$ cat src/design/ocl_pkg.sv
// --------------------------------------------------
// Shared widths, register map and opcode encoding
// for the OCL register window
// --------------------------------------------------
`default_nettype none

package ocl_pkg;

  // Bus widths
  localparam int ADDR_W = 32;
  localparam int DATA_W = 32;
  localparam int STRB_W = DATA_W / 8;
  localparam int LED_W  = 16;
  localparam int ID_W   = 28;

  typedef logic [ADDR_W-1:0] addr_t;
  typedef logic [DATA_W-1:0] data_t;
  typedef logic [STRB_W-1:0] strb_t;
  typedef logic [1:0]        resp_t;
  typedef logic [LED_W-1:0]  led_t;
  typedef logic [ID_W-1:0]   cmd_id_t;

  // Command opcode, top three bits of the command word
  typedef enum logic [2:0] {
    DEL = 3'd0,
    ADD = 3'd1,
    SET = 3'd2,
    RDC = 3'd3,
    MSC = 3'd4
  } opcode_t;

  // --------------------------------------------------
  // Register map
  // --------------------------------------------------
  localparam addr_t HELLO_ADDR_DEF = 32'h0000_0500;
  localparam addr_t VLED_ADDR_DEF  = 32'h0000_0504;

  // Returned for any address outside the map
  localparam data_t UNMAPPED_VALUE = 32'hDEAD_BEEF;

  // Only response code ever returned
  localparam resp_t RESP_OKAY = 2'b00;

endpackage

`default_nettype wire

$ cat src/design/reg_bus_if.sv
// --------------------------------------------------
// Register access bus, AXI-Lite front end to regs
// --------------------------------------------------
`default_nettype none

interface reg_bus_if (
  input logic clk_main_a0
);
  import ocl_pkg::*;

  // Write side, one-cycle pulse per accepted data beat
  logic  wr_strobe;
  addr_t wr_addr;
  data_t wr_data;

  // Read side, data is combinational on rd_addr
  addr_t rd_addr;
  data_t rd_data;

  // AXI-Lite front end
  modport slave (
    input  clk_main_a0,
    output wr_strobe, wr_addr, wr_data, rd_addr,
    input  rd_data
  );

  // Register block
  modport regs (
    input  clk_main_a0,
    input  wr_strobe, wr_addr, wr_data, rd_addr,
    output rd_data
  );

endinterface

`default_nettype wire

$ cat src/design/axil_slave.sv
// --------------------------------------------------
// AXI4-Lite single-beat slave front end
// Write address/data/response and read channel state
// --------------------------------------------------
`default_nettype none

module axil_slave (
  input  wire logic           clk_main_a0,
  input  wire logic           rst_main_n_sync,
  // Write address
  input  wire logic           awvalid,
  input  wire ocl_pkg::addr_t awaddr,
  output logic                awready,
  // Write data
  input  wire logic           wvalid,
  input  wire ocl_pkg::data_t wdata,
  input  wire ocl_pkg::strb_t wstrb,
  output logic                wready,
  // Write response
  output logic                bvalid,
  output ocl_pkg::resp_t      bresp,
  input  wire logic           bready,
  // Read address
  input  wire logic           arvalid,
  input  wire ocl_pkg::addr_t araddr,
  output logic                arready,
  // Read data
  output logic                rvalid,
  output ocl_pkg::data_t      rdata,
  output ocl_pkg::resp_t      rresp,
  input  wire logic           rready,
  // Register side
  reg_bus_if.slave            bus
);
  import ocl_pkg::*;

  // Write in flight, from address accept to response handshake
  logic  wr_active;
  addr_t wr_addr_q;

  // Read address accepted last cycle
  logic  ar_pend;
  addr_t rd_addr_q;

  // --------------------------------------------------
  // Write channel
  // --------------------------------------------------

  // Only one write at a time
  assign awready = ~wr_active;

  always_ff @(posedge clk_main_a0) begin
    if (!rst_main_n_sync) begin
      wr_active <= 1'b0;
    end else if (wr_active && bvalid && bready) begin
      // Response taken, window free again
      wr_active <= 1'b0;
    end else if (!wr_active && awvalid) begin
      wr_active <= 1'b1;
    end
  end

  // Address held for the whole write
  always_ff @(posedge clk_main_a0) begin
    if (awvalid && awready) begin
      wr_addr_q <= awaddr;
    end
  end

  // Data beat taken as soon as the address is known
  assign wready = wr_active && wvalid;

  // Response raised after the data beat, held until bready
  always_ff @(posedge clk_main_a0) begin
    if (!rst_main_n_sync) begin
      bvalid <= 1'b0;
    end else if (bvalid && bready) begin
      bvalid <= 1'b0;
    end else if (!bvalid && wready) begin
      bvalid <= 1'b1;
    end
  end

  assign bresp = RESP_OKAY;

  // Register write strobe on the data beat
  // Strobes are ignored, every write is a full word (wstrb not decoded)
  assign bus.wr_strobe = wready;
  assign bus.wr_addr   = wr_addr_q;
  assign bus.wr_data   = wdata;

  // --------------------------------------------------
  // Read channel
  // --------------------------------------------------

  // Blocked while a lookup or a response is outstanding
  assign arready = !ar_pend && !rvalid;

  always_ff @(posedge clk_main_a0) begin
    if (!rst_main_n_sync) begin
      ar_pend <= 1'b0;
    end else begin
      ar_pend <= arvalid && arready;
    end
  end

  always_ff @(posedge clk_main_a0) begin
    if (arvalid && arready) begin
      rd_addr_q <= araddr;
    end
  end

  // Regs decode the captured address combinationally
  assign bus.rd_addr = rd_addr_q;

  // Response loaded one cycle after the lookup, cleared on rready
  always_ff @(posedge clk_main_a0) begin
    if (!rst_main_n_sync) begin
      rvalid <= 1'b0;
      rdata  <= '0;
      rresp  <= RESP_OKAY;
    end else if (rvalid && rready) begin
      rvalid <= 1'b0;
      rdata  <= '0;
      rresp  <= RESP_OKAY;
    end else if (ar_pend) begin
      rvalid <= 1'b1;
      rdata  <= bus.rd_data;
      rresp  <= RESP_OKAY;
    end
  end

endmodule

`default_nettype wire

$ cat src/design/ocl_regs.sv
// --------------------------------------------------
// Command register with opcode decode
// Byte-swapped readback and read data select
// --------------------------------------------------
`default_nettype none

module ocl_regs #(
  parameter ocl_pkg::addr_t HELLO_ADDR = ocl_pkg::HELLO_ADDR_DEF,
  parameter ocl_pkg::addr_t VLED_ADDR  = ocl_pkg::VLED_ADDR_DEF
) (
  input  wire logic          clk_main_a0,
  input  wire logic          rst_main_n_sync,
  // Registered LED shadow, for readback
  input  wire ocl_pkg::led_t vled_value,
  // Low command bits to the LED shadow
  output ocl_pkg::led_t      cmd_low,
  reg_bus_if.regs            bus
);
  import ocl_pkg::*;

  // Command register fields
  opcode_t cmd_op;
  logic    cmd_mode;
  cmd_id_t cmd_id;

  // Packed command word and its byte-reversed form
  data_t cmd_word;
  data_t cmd_swapped;

  // Field 4..7 all fold into MSC
  function automatic opcode_t decode_op(input logic [2:0] field);
    opcode_t op;
    case (field)
      3'd0:    op = DEL;
      3'd1:    op = ADD;
      3'd2:    op = SET;
      3'd3:    op = RDC;
      default: op = MSC;
    endcase
    return op;
  endfunction

  // --------------------------------------------------
  // Command register
  // --------------------------------------------------
  always_ff @(posedge clk_main_a0) begin
    if (!rst_main_n_sync) begin
      cmd_op   <= DEL;
      cmd_mode <= 1'b0;
      cmd_id   <= '0;
    end else if (bus.wr_strobe && (bus.wr_addr == HELLO_ADDR)) begin
      // Opcode in 31..29, mode in 28, id below
      cmd_op   <= decode_op(bus.wr_data[31:29]);
      cmd_mode <= bus.wr_data[28];
      cmd_id   <= bus.wr_data[27:0];
    end
  end

  assign cmd_word = {cmd_op, cmd_mode, cmd_id};

  // LSB byte comes back first
  assign cmd_swapped = {cmd_word[7:0],   cmd_word[15:8],
                        cmd_word[23:16], cmd_word[31:24]};

  // LED shadow follows the low half
  assign cmd_low = cmd_word[LED_W-1:0];

  // --------------------------------------------------
  // Read data select
  // --------------------------------------------------
  always_comb begin
    if (bus.rd_addr == HELLO_ADDR) begin
      bus.rd_data = cmd_swapped;
    end else if (bus.rd_addr == VLED_ADDR) begin
      // LEDs zero-extended to the bus width
      bus.rd_data = {{(DATA_W-LED_W){1'b0}}, vled_value};
    end else begin
      bus.rd_data = UNMAPPED_VALUE;
    end
  end

endmodule

`default_nettype wire

$ cat src/design/vled_shadow.sv
// --------------------------------------------------
// Virtual LED shadow, DIP synchronizer and
// masked LED output flop
// --------------------------------------------------
`default_nettype none

module vled_shadow #(
  parameter int SYNC_STAGES = 2
) (
  input  wire logic          clk_main_a0,
  input  wire logic          rst_main_n_sync,
  // Low command bits
  input  wire ocl_pkg::led_t cmd_low,
  // Virtual DIP switches, asynchronous to this clock
  input  wire ocl_pkg::led_t vdip,
  // Shadow value for readback
  output ocl_pkg::led_t      vled_value,
  // Masked LEDs to the shell
  output ocl_pkg::led_t      status_vled
);
  import ocl_pkg::*;

  led_t vled_q;
  led_t vdip_sync [SYNC_STAGES];

  // LED shadow, one cycle behind the command register
  always_ff @(posedge clk_main_a0) begin
    if (!rst_main_n_sync) begin
      vled_q <= '0;
    end else begin
      vled_q <= cmd_low;
    end
  end

  assign vled_value = vled_q;

  // DIP flop chain
  always_ff @(posedge clk_main_a0) begin
    if (!rst_main_n_sync) begin
      for (int i = 0; i < SYNC_STAGES; i++) begin
        vdip_sync[i] <= '0;
      end
    end else begin
      vdip_sync[0] <= vdip;
      for (int i = 1; i < SYNC_STAGES; i++) begin
        vdip_sync[i] <= vdip_sync[i-1];
      end
    end
  end

  // Switch off gates the LED, result registered
  always_ff @(posedge clk_main_a0) begin
    if (!rst_main_n_sync) begin
      status_vled <= '0;
    end else begin
      status_vled <= vled_q & vdip_sync[SYNC_STAGES-1];
    end
  end

endmodule

`default_nettype wire

$ cat src/design/cl_hello_top.sv
// --------------------------------------------------
// Top level of the OCL register window
// AXI-Lite slave, command regs and LED shadow
// --------------------------------------------------
`default_nettype none

module cl_hello_top #(
  parameter ocl_pkg::addr_t HELLO_ADDR  = ocl_pkg::HELLO_ADDR_DEF,
  parameter ocl_pkg::addr_t VLED_ADDR   = ocl_pkg::VLED_ADDR_DEF,
  parameter int             SYNC_STAGES = 2
) (
  input  wire logic           clk_main_a0,
  input  wire logic           rst_main_n_sync,
  // OCL write address
  input  wire logic           sh_ocl_awvalid,
  input  wire ocl_pkg::addr_t sh_ocl_awaddr,
  output logic                ocl_sh_awready,
  // OCL write data
  input  wire logic           sh_ocl_wvalid,
  input  wire ocl_pkg::data_t sh_ocl_wdata,
  input  wire ocl_pkg::strb_t sh_ocl_wstrb,
  output logic                ocl_sh_wready,
  // OCL write response
  output logic                ocl_sh_bvalid,
  output ocl_pkg::resp_t      ocl_sh_bresp,
  input  wire logic           sh_ocl_bready,
  // OCL read address
  input  wire logic           sh_ocl_arvalid,
  input  wire ocl_pkg::addr_t sh_ocl_araddr,
  output logic                ocl_sh_arready,
  // OCL read data
  output logic                ocl_sh_rvalid,
  output ocl_pkg::data_t      ocl_sh_rdata,
  output ocl_pkg::resp_t      ocl_sh_rresp,
  input  wire logic           sh_ocl_rready,
  // Virtual DIP in, virtual LED out
  input  wire ocl_pkg::led_t  sh_cl_status_vdip,
  output ocl_pkg::led_t       cl_sh_status_vled
);
  import ocl_pkg::*;

  // Command low half and LED shadow between regs and LED block
  led_t cmd_low;
  led_t vled_value;

  reg_bus_if bus (
    .clk_main_a0 (clk_main_a0)
  );

  axil_slave u_axil_slave (
    .clk_main_a0     (clk_main_a0),
    .rst_main_n_sync (rst_main_n_sync),
    .awvalid         (sh_ocl_awvalid),
    .awaddr          (sh_ocl_awaddr),
    .awready         (ocl_sh_awready),
    .wvalid          (sh_ocl_wvalid),
    .wdata           (sh_ocl_wdata),
    .wstrb           (sh_ocl_wstrb),
    .wready          (ocl_sh_wready),
    .bvalid          (ocl_sh_bvalid),
    .bresp           (ocl_sh_bresp),
    .bready          (sh_ocl_bready),
    .arvalid         (sh_ocl_arvalid),
    .araddr          (sh_ocl_araddr),
    .arready         (ocl_sh_arready),
    .rvalid          (ocl_sh_rvalid),
    .rdata           (ocl_sh_rdata),
    .rresp           (ocl_sh_rresp),
    .rready          (sh_ocl_rready),
    .bus             (bus.slave)
  );

  ocl_regs #(
    .HELLO_ADDR (HELLO_ADDR),
    .VLED_ADDR  (VLED_ADDR)
  ) u_ocl_regs (
    .clk_main_a0     (clk_main_a0),
    .rst_main_n_sync (rst_main_n_sync),
    .vled_value      (vled_value),
    .cmd_low         (cmd_low),
    .bus             (bus.regs)
  );

  vled_shadow #(
    .SYNC_STAGES (SYNC_STAGES)
  ) u_vled_shadow (
    .clk_main_a0     (clk_main_a0),
    .rst_main_n_sync (rst_main_n_sync),
    .cmd_low         (cmd_low),
    .vdip            (sh_cl_status_vdip),
    .vled_value      (vled_value),
    .status_vled     (cl_sh_status_vled)
  );

endmodule

`default_nettype wire

$ cat config.mk
export PLATFORM = sky130hd
export DESIGN_NAME = cl_hello_top
export DESIGN_NICKNAME = d
export VERILOG_FILES = /design/src/design/ocl_pkg.sv /design/src/design/reg_bus_if.sv /design/src/design/axil_slave.sv /design/src/design/ocl_regs.sv /design/src/design/vled_shadow.sv /design/src/design/cl_hello_top.sv
export SDC_FILE = /design/constraint.sdc
export NUM_CORES = 1
export LEC_CHECK = 0
export BUFFER_PORTS_ARGS = -buffer_cell sky130_fd_sc_hd__buf_2
export CORE_MARGIN = 2
export CORE_UTILIZATION = 38
export CTS_CLUSTER_SIZE = 40
export DETAILED_ROUTE_END_ITERATION = 8
export GPL_TIMING_DRIVEN = 0
export PLACE_DENSITY = 0.71
export SETUP_SLACK_MARGIN = 0.2
export SYNTH_ARGS = -nofsm -noshare
export SYNTH_HDL_FRONTEND = slang
export SYNTH_SLANG_ARGS = --single-unit
$ cat constraint.sdc
create_clock -name clk_main_a0 -period 2.25 [get_ports clk_main_a0]
set_clock_uncertainty 0.15 [all_clocks]
set_input_delay 0.225 -clock clk_main_a0 [delete_from_list [all_inputs] [get_ports clk_main_a0]]
set_output_delay 0.225 -clock clk_main_a0 [all_outputs]
set_load 0.1 [all_outputs]
==> results of run 1 <==
## final timing paths
path	from	end	cells after the start
setup / recovery	u_axil_slave.bus.wr_addr[9]	u_ocl_regs.cmd_id[15]	5
hold / removal	sh_ocl_rready	u_axil_slave.rdata[31]	4
setup reg to reg	u_axil_slave.bus.wr_addr[9]	u_ocl_regs.cmd_id[15]	5
hold reg to reg	u_vled_shadow.vdip_sync[0][15]	u_vled_shadow.vdip_sync[0][31]	1
## cell type report
cell class	count	area, µm²
Fill cell	1458	7510
Sequential cell	196	4570
Timing Repair Buffer	289	2040
Multi-Input combinational cell	280	1850
Clock buffer	19	453
Tap cell	225	282
Buffer	32	210
Clock inverter	13	139
Inverter	18	67.6
## registers in the layout, summed over array words and instances, names as in the netlist
signal	flops
u_axil_slave.ar_pend	1
u_axil_slave.bus.rd_addr	32
u_axil_slave.bus.wr_addr	32
u_axil_slave.bvalid	1
u_axil_slave.rdata	32
u_axil_slave.rvalid	1
u_axil_slave.wr_active	1
u_ocl_regs.cmd_id	28
u_ocl_regs.cmd_mode	1
u_ocl_regs.cmd_op	3
u_vled_shadow.status_vled	16
u_vled_shadow.vdip_sync	32
u_vled_shadow.vled_value	16
## per-stage QoR
step	util, %	total power, W	cells	cell area (µm²)
floorplan	-	0.00442	526	6610
CTS	55.7	0.00781	1072	9540
detailed placement	45.3	0.00465	921	7750
global route	56.1	0.00804	1072	9600
global placement	45.2	0.00463	921	7740
finish	56.1	0.00775	1072	9600
## kinds of logic (layout without fill, tap and decap cells)
kind of cell / after synthesis / count (layout) / synth area share, %
muxes: 49 / 49 / 7.45
DFF: 196 / 196 / 69.3
and+or+nand+nor: 168 / 168 / 14.6
buffers and inverters: 50 / 371 / 3.78
AOI/OAI and AO/OA: 59 / 59 / 4.85
other: 1 / 4 / 0.0569
## cells in the final DEF, fill, tap and decap left out, types with 14 or more instances in the layout
master / count
clkbuf_16: 17
o21ai_0: 15
and3_1: 17
a21oi_1: 24
dlygate4sd3_1: 115
inv_1: 18
nand2_1: 62
buf_2: 171
edfxtp_1: 64
mux2i_1: 49
clkbuf_1: 14
dfxtp_1: 130
and2_1: 33
## critical path: cells and delay by family (launching register included)
family,cells,cell delay (ns)
and+or+nand+nor,2,0.83
DFF,1,0.37
buffers and inverters,2,0.34
muxes,1,0.19
## routing by layer
layer	up-vias	GRT usage (%)	share of wire, %
li1	2422	-	-
met1	2297	23.0	44
met2	137	33.2	51
met3	16	4.41	4.4
met4	0	5.96	1.4
met5	-	0	0
## power breakdown
part | total [W] | switching (W) | internal [W]
Sequential | 0.00386 | 0.0000575 | 0.00381
Clock | 0.00301 | 0.00139 | 0.00163
Combinational | 0.000871 | 0.000559 | 0.000313
Total | 0.00775 | 0.00200 | 0.00574
## timing repair
| action | CTS | global route |
|---|---|---|
| endpoints found under the hold margin | 115 | 0 |
| setup buffers | 4 | 0 |
| pin swaps | 3 | 2 |
| gates resized for setup | 4 | 17 |
| hold buffers | 115 | 0 |
| setup endpoints to repair | 62 | 54 |
==> summary.md, run 1 <==
| Metric | Value |
|---|---|
| Status | `finished, final reports clean` |
| GP Congestion | `0.763` |
| Hold_ws | `0.0788 ns` |
| Fin nets | `957` |
| Routed Antenna Nets | `0` |
| Number of synthesized flops with an enable pin | `64` |
| Clk_lat worst skew | `around 0.43 ns` |
| Pre-CTS setup slack | `-0.226 ns` |
| Synthesis Warnings | `0` |
| Ys async rst share | `0%` |
| Vias per cell | `4.54` |
| Top post-synthesis cells by area | `dfxtp_1, edfxtp_1, mux2i_1, nand2_1, and2_1` |
| Worst hold path class | `primary input to flop` |
| Root Buffer | `clkbuf_16` |
| Worst vdd ir | `523 µV` |
| Width of the die | `136 µm` |
| Post-synth top cells | `dfxtp_1, edfxtp_1, nand2_1` |
| Core area | `17100 µm²` |
| Synth top area share | `40.1%` |
| Die area | `18400 µm²` |
| Pleak | `4.18 nW` |
| Number of remaining DRC errors | `0` |
| Setup TNS after final layout | `0 ns` |
| RSZ-0062 raised after global routing | `true` |
| Sequential area share after synthesis | `69.3%` |
| Largest net degree at the start of global routing | `33` |
| CP Cell Sequence | `or4_4 -> nor4_4 -> buf_6 -> buf_8 -> mux2i_1` |
| Element type at the critical path end | `flop` |
| Critical Path AT | `2.15 ns` |
| Initial core utilization | `38.5%` |
| Crit path max fanout | `10` |
| DIE HEIGHT | `136 µm` |
| Synthesized instance count | `523` |
| First-pass GRT wire length | `25800 µm` |
| Avg WL per Cell | `15.8 µm` |
| Synthesis-to-finish area growth | `45.8%` |
| Total CTS buffers | `17` |
| Cell with the largest stage delay on the worst path | `or4_4` |
| Slew @ Worst Pin | `0.887 ns` |
| Post-DP HPWL | `11000 µm` |
| Maximum buffer depth of the clock tree | `2` |
| Final setup margin | `around 0.30 ns` |
| CTS tree | `built` |
| Critical Path RT | `roughly 2.5 ns` |
| Remaining global-route overflow | `0` |
| Final antenna diode count | `0` |
| Number of DRC markers in iteration 0 | `247` |
| Crit start category | `flop` |
| Crit-path max cell delay | `0.56 ns` |
| PortBufs | `170` |
| Routed vias | `4872` |
| First drt pass iteration count | `4` |
| # IOs | `180` |
| Fmax | `512 MHz` |
| CTS HTree Levels | `4` |
| Worst reg-to-reg setup slack | `0.30 ns` |
| Synth unique cells | `34` |
| Synth Flop Type | `dfxtp_1` |
| Area leader, netlist | `dfxtp_1` |
| Synth Cell Area | `6590 µm²` |
| Number of clock sinks | `196` |
| Fin crit share | `86.8%` |
| MaxCap Viol Count | `0` |
| Slew HR | `40.7%` |
| Tmin final | `1.95 ns` |
| Final Max Slew Viols | `0` |
| Row Count | `48` |
| P per Cell Area | `about 810 nW/µm²` |
| Count leader, synth | `dfxtp_1` |
| Synth Register Bits | `196` |
| All-layer global routing usage | `18.9%` |
| Share of cells above drive strength 1 | `between 20% and 30%` |
| Initial antenna violation count | `0` |
| Vias in the first global route | `5026` |
| DRT Wirelength | `roughly 17000 µm` |
| Final Hold Vio Count | `0` |
| Crit path kind | `flop to flop` |
| Syn Area/Cell | `approximately 13 µm²` |
| Clock transition at the registers of the reported paths | `around 0.070 ns` |
| Setup Viol. Count Final | `0` |
Note: power is estimated with default switching activity, not from simulation.
==> run 2: changes to the inputs <==
ABC_AREA = 1   (was not set)
PLACE_DENSITY = 0.7   (was 0.71)
==> run 2 against run 1 <==
Synthesized cell count up 53%. Global-route usage down 0.076 points. Clock-buffer cell count up 1. Sequential share of layout area down 2.9 points. Total power up 2.9%. Routed wire length up 11%. Combinational power up 16%. Largest cell class unchanged.
==> summary.md, run 2 <==
| Metric | Value |
|---|---|
| DRT Wirelength | `18700 µm (+11%)` |
| Fin nets | `1229 (+28%)` |
| Syn Area/Cell | `9.08 µm² (-28%)` |
| Clk_lat worst skew | `0.42 ns (about the same)` |
| Remaining global-route overflow | `0 (unchanged)` |
| CTS HTree Levels | `4 (unchanged)` |
| Slew HR | `44.8% (+4.1 points)` |
| Pleak | `4.78 nW (+15%)` |
| Width of the die | `142 µm (+5.0%)` |
| CTS tree | `built` |
| Vias per cell | `4.39 (-3.3%)` |
| RSZ-0062 raised after global routing | `false` |
| Number of remaining DRC errors | `0 (unchanged)` |
| Slew @ Worst Pin | `0.825 ns (-0.0623 ns)` |
| Fin cells | `1355 (+26%)` |
| Area leader, netlist | `dfxtp_1` |
| Ys async rst share | `0% (unchanged)` |
| Worst hold path class | `primary input to flop` |
| Number of clock sinks | `196 (unchanged)` |
| Clock transition at the registers of the reported paths | `0.07 ns (about the same)` |
| Status | `finished, final reports clean` |
| Avg WL per Cell | `13.8 µm (-13%)` |
| DIE HEIGHT | `142 µm (+5.0%)` |
| Post-DP HPWL | `12500 µm (+13%)` |
| Number of synthesized flops with an enable pin | `64 (unchanged)` |
| Share of cells above drive strength 1 | `22.8% (-5.5 points)` |
| Initial antenna violation count | `1 (+1)` |
| All-layer global routing usage | `18.8% (-0.076 points)` |
| Element type at the critical path end | `output port` |
| Synthesis-to-finish area growth | `40.4%` |
| Commonest non-fill, non-tap cells in the layout | `nand2_1, buf_2, nor2_1` |
| R2R depth | `3 (-2)` |
| Synth top area share | `36.3% (-3.8 points)` |
| Largest net degree at the start of global routing | `33 (unchanged)` |
| P per Cell Area | `780 nW/µm² (-3.3%)` |
| Synthesized instance count | `801 (+53%)` |
| Hold_ws | `0.0124 ns (-0.0664 ns)` |
| Post-CTS Setup Bufs | `0 (-4)` |
| Final Hold Vio Count | `0 (unchanged)` |
| Total CTS buffers | `17 (unchanged)` |
| First-pass GRT wire length | `29100 µm (+13%)` |
| Crit path kind | `flop to output port` |
| Core area | `18800 µm² (+9.6%)` |
| Count leader, synth | `nand2_1` |
| Synthesis Warnings | `0 (unchanged)` |
| Worst r2r src | `u_axil_slave.ar_pend` |
| First drt pass iteration count | `4 (unchanged)` |
| Worst Hold Path EP | `u_ocl_regs.cmd_mode` |
| Setup TNS after final layout | `0 ns (unchanged)` |
| Synth Register Bits | `196 (unchanged)` |
| Number of DRC markers in iteration 0 | `303 (+23%)` |
| Critical Path AT | `1.52 ns (-0.63 ns)` |
| Worst reg-to-reg setup slack | `0.37 ns (+0.07 ns)` |
| # fillers | `1643 (+13%)` |
| Top post-synthesis cells by area | `dfxtp_1, edfxtp_1, nand2_1, nor2_1, inv_1` |
| Fin crit share | `84.2% (-2.5 points)` |
| Routed Antenna Nets | `0 (unchanged)` |
| Vias in the first global route | `5873 (+17%)` |
| Tot Pwr | `0.00797 W (+2.9%)` |
| Root Buffer | `clkbuf_16` |
| Row Count | `50 (+4.2%)` |
| Initial core utilization | `38.8% (+0.29 points)` |
| PortBufs | `170 (unchanged)` |
| DP Cell Count | `1208 (+31%)` |
| Hold depth | `4 (unchanged)` |
| Setup Viol. Count Final | `0 (unchanged)` |
| Final Max Slew Viols | `0 (unchanged)` |
| MaxCap Viol Count | `0 (unchanged)` |
| Synth unique cells | `31 (-8.8%)` |
| Commonest non-fill, non-tap cell in the layout | `nand2_1` |
| # IOs | `180 (unchanged)` |
| Sequential area share after synthesis | `62.7% (-6.6 points)` |
| Die area | `20300 µm² (+10%)` |
| Worst vdd ir | `514 µV (-1.7%)` |
| Critical Path RT | `1.88 ns (-0.57 ns)` |
| Post-synth top cells | `nand2_1, nor2_1, dfxtp_1` |
| Min-delay src | `sh_ocl_wdata[28]` |
| Synth Flop Type | `dfxtp_1` |
| Maximum buffer depth of the clock tree | `2 (unchanged)` |
| Synth Cell Area | `7280 µm² (+10%)` |
| Fmax | `528 MHz (+3.0%)` |
| GP Congestion | `0.835 (+9.4%)` |
| FF-to-FF End | `u_axil_slave.bus.rd_addr[27]` |
| Crit path max fanout | `10 (unchanged)` |
| Routed vias | `5955 (+22%)` |
| Tmin final | `1.90 ns (-0.0570 ns)` |
| Crit start category | `flop` |
-- run 2: cell count changes after synthesis, sizes merged, moves of 17 or more --
cell / previous run / this run
and2: 34 / 0
and3: 17 / 0
inv: 18 / 114
mux2i: 49 / 0
nand2: 63 / 193
nand3: 1 / 26
nand3b: 2 / 29
nor2: 2 / 154
-- run 2: repair_timing --
item	CTS	global route
pin swaps	1	1
hold buffers	112	0
setup endpoints to repair	33	7
hold endpoints to repair	110	0
gates cloned	1	0
gates resized for setup	2	2
-- run 2: critical path, cell delays in order, from the launching register on --
cell and delay, ns:
dfxtp_1 0.29, buf_2 0.17, clkbuf_2 0.20, nor2_2 0.14, buf_4 0.30
-- run 2: area by class of cell --
type	instances	area (µm²)	area share, %
multi-input combinational	458	2100	20.6
sequential	196	4570	44.7
clock inverter	12	135	1.32
timing repair buffer	282	1970	19.3
tap	234	293	2.87
antenna	2	5.00	0.0490
clock buffer	20	479	4.69
buffer	35	220	2.16
inverter	116	444	4.35
-- run 2: how the worst max path moves through the flow --
stage / startpoint / to / slack [ns] / depth (start not counted)
global route: u_axil_slave.bus.wr_addr[27] / u_ocl_regs.cmd_id[21] / 0.21 / 9
finish: u_axil_slave.ar_pend / ocl_sh_arready / 0.35 / 4
global placement: u_axil_slave.ar_pend / u_axil_slave.bus.rd_addr[26] / -0.12 / 3
floorplan: u_axil_slave.wr_active / u_axil_slave.bus.wr_addr[0] / 0.21 / 3
CTS: u_axil_slave.ar_pend / ocl_sh_arready / 0.25 / 4
detailed placement: u_axil_slave.ar_pend / u_axil_slave.bus.rd_addr[31] / -0.19 / 3
-- run 2: power by group --
group / switching, W / internal [W] / total, W
Sequential: 0.0000611 / 0.00383 / 0.00389
Combinational: 0.000684 / 0.000325 / 0.00101
Clock: 0.00137 / 0.00170 / 0.00307
-- run 2: per-layer routing --
metal / global-route usage [%] / part of all wire, % / up-vias
met2: 33.4 / 51 / 146
met5: 0 / 0 / -
li1: - / - / 3078
met3: 4.00 / 4.4 / 22
met1: 22.3 / 43 / 2709
met4: 7.50 / 1.8 / 0
-- run 2: stage by stage --
stage               instance area (µm²)  setup WS (ns)  utilization, %
finish                            10200          0.355            54.4
global route                      10200          0.209            54.4
CTS                               10200          0.247            54.4
detailed placement                 8460         -0.194            45.1
global placement                   8460         -0.120            45.1
floorplan                          7310          0.215               -
-- run 2: cells by family (layout without fill, tap and decap cells) --
kind of cell | Yosys count | count (layout) | synth area share [%]
simple gates | 413 | 414 | 24.9
flops | 196 | 196 | 62.7
compound gates | 40 | 40 | 3.28
buf+inv | 151 | 465 | 8.99
other cells | 1 | 6 | 0.0515
==> run 3: changes to the inputs <==
ABC_AREA = 0   (was 1)
PLACE_DENSITY = 0.69   (was 0.7)
clock period = 1.96 ns   (was 2.25 ns; I/O delays follow)
==> run 3 against run 2 <==
The flow now finishes with violations (setup timing). Flip-flop and latch count stayed put. Clock-buffer cell count is 1 lower. Clock power is 20% higher. Sequential share of layout area is 0.78 points higher. Non-clock buffer count is 15 higher. Critical path depth is 1 higher. Register-to-register slack worse by 0.37 ns. Worst hold slack better by 0.019 ns. Sequential power is 14% higher. Worst setup slack worse by 0.36 ns. Combinational power hardly changed. Critical path type is now flop to flop. Critical endpoint is now u_ocl_regs.cmd_id[17]. Largest cell class unchanged.
==> summary.md, run 3 (synthesis gave the netlist of run 1 again) <==
| Metric | Value |
|---|---|
| Failing checks | `setup timing` |
| Final setup margin | `-0.000587 ns (-0.355 ns)` |
| RSZ-0062 raised after global routing | `true` |
| Crit path max fanout | `10 (unchanged)` |
| Synthesis-to-finish area growth | `52.6%` |
| MaxCap Viol Count | `0 (unchanged)` |
| Reg area | `4570 µm² (+0.11%)` |
| Vias in the first global route | `4985 (-15%)` |
| Fin nets | `968 (-21%)` |
| Share of cells above drive strength 1 | `33.4% (+11 points)` |
| Crit start category | `flop` |
| PortBufs | `170 (unchanged)` |
| Final antenna diode count | `0 (-2)` |
| Initial core utilization | `38.5% (-0.29 points)` |
| Number of DRC markers in iteration 0 | `257 (-15%)` |
| First drt pass iteration count | `4 (unchanged)` |
| Tmin final | `1.96 ns` |
| # IOs | `180 (unchanged)` |
| Initial antenna violation count | `0 (-1)` |
| Final Hold Vio Count | `0 (unchanged)` |
| DIE HEIGHT | `136 µm (-4.7%)` |
| Worst vdd ir | `616 µV (+20%)` |
| Multi-input logic area | `2050 µm² (-2.5%)` |
| Pleak | `4.38 nW (-8.4%)` |
| CTS tree | `built` |
| Post-DP HPWL | `11000 µm (-12%)` |
| Critical Path RT | `2.15 ns (+0.27 ns)` |
| # fillers | `1395 (-15%)` |
| Number of remaining DRC errors | `0 (unchanged)` |
| Final Max Slew Viols | `0 (unchanged)` |
| Total CTS buffers | `17 (unchanged)` |
| Routed vias | `4915 (-17%)` |
| Row Count | `48 (-4.0%)` |
| GP Congestion | `0.769 (-8.0%)` |
| Die area | `18400 µm² (-9.2%)` |
| P per Cell Area | `910 nW/µm² (+17%)` |
| Routed Antenna Nets | `0 (unchanged)` |
| Avg WL per Cell | `16.0 µm (+16%)` |
| Setup TNS after final layout | `-0.000587 ns (-0.000587 ns)` |
| Vias per cell | `4.54 (+3.4%)` |
| Clk_lat worst skew | `0.42 ns (about the same)` |
| Width of the die | `136 µm (-4.7%)` |
| CTS HTree Levels | `4 (unchanged)` |
| Maximum buffer depth of the clock tree | `2 (unchanged)` |
| Worst hold path class | `primary input to flop` |
| Hold_ws | `0.0313 ns (+0.0190 ns)` |
| Remaining global-route overflow | `0 (unchanged)` |
| Fin crit share | `100%` |
| Number of clock sinks | `196 (unchanged)` |
| All-layer global routing usage | `18.7% (-0.094 points)` |
| Slew @ Worst Pin | `0.882 ns (+0.0574 ns)` |
| Setup Viol. Count Final | `1 (+1)` |
| Critical Path AT | `2.16 ns (+0.64 ns)` |
| Clock transition at the registers of the reported paths | `0.07 ns (about the same)` |
| Crit path kind | `flop to flop` |
| Largest net degree at the start of global routing | `33 (unchanged)` |
| Root Buffer | `clkbuf_16` |
| Slew HR | `41.1% (-3.8 points)` |
| Commonest non-fill, non-tap cells in the layout | `buf_2, dfxtp_1, dlygate4sd3_1` |
| Element type at the critical path end | `flop` |
| Fmax | `510 MHz` |
| Commonest non-fill, non-tap cell in the layout | `buf_2` |
| DRT Wirelength | `17300 µm (-7.7%)` |
| First-pass GRT wire length | `25700 µm (-12%)` |
| Core area | `17100 µm² (-8.8%)` |
| Status | `finished with violations` |
## run 3: cell types whose count changed in the layout (fill, tap and decap cells not counted), moves of 17 or more
cell and delta:
inv_1 -92, nand3_1 -24, mux2i_1 +48, and2_1 +33, nand2_1 -126, nor2_1 -143
and3_1 +17, nand3b_1 -27
## run 3: path summary, 6_finish.rpt
check                                                     from                              to  slack (ns)  cells after the start
worst min-delay path                             sh_ocl_rready             u_axil_slave.rvalid        0.03                      3
worst max register to register     u_axil_slave.bus.wr_addr[9]           u_ocl_regs.cmd_id[17]     -0.0006                      5
worst min register to register  u_vled_shadow.vdip_sync[0][15]  u_vled_shadow.vdip_sync[0][31]        0.28                      1
worst max-delay path               u_axil_slave.bus.wr_addr[9]           u_ocl_regs.cmd_id[17]     -0.0006                      5
## run 3: final cells by class
class	count	area share (%)
flip-flops and latches	196	45.5
repair buffers	300	21.9
multi-input cells	280	20.4
clock buffers	19	4.62
well taps	225	2.80
plain buffers	32	2.45
clock inverters	12	1.67
inverters	18	0.672
## run 3: power breakdown
| part | leakage, nW | switching, W | total, W | internal (W) |
|---|---|---|---|---|
| Clock | 0.309 | 0.00154 | 0.00368 | 0.00214 |
| Combinational | 2.38 | 0.000654 | 0.00103 | 0.000372 |
| Sequential | 1.69 | 0.0000697 | 0.00444 | 0.00437 |
## run 3: worst max-delay path, cell delays in order (launching register included)
cell	delay (ns)
edfxtp_1	0.37
or4_4	0.55
nor4_4	0.27
buf_6	0.19
buf_12	0.15
mux2i_1	0.19
## run 3: through the flow
step	util [%]	area [µm²]	setup slack, ns	total power, W	std cells
global placement	45.3	7760	-0.465	0.00532	921
global route	58.7	10100	-0.0862	0.00947	1082
floorplan	-	6630	-0.00424	0.00507	526
detailed placement	45.3	7760	-0.514	0.00533	921
CTS	57.1	9770	0.000373	0.00920	1074
finish	58.7	10100	-0.000587	0.00915	1082
## run 3: what timing repair did
action                                  4_1_cts  5_1_grt
resized for setup                            37       54
endpoints found under the hold margin       115        0
hold buffers                                115        0
cloned                                        0        2
pin swaps                                    15       19
buffers inserted                              7        6
endpoints found under the setup margin       66       63
## run 3: metal layers
metal,GRT usage [%],vias to the layer above,wire [µm]
met5,0,-,0
met4,6.48,0,440
met3,4.79,30,990
met2,31.2,151,8380
met1,23.7,2295,7460
li1,-,2439,-
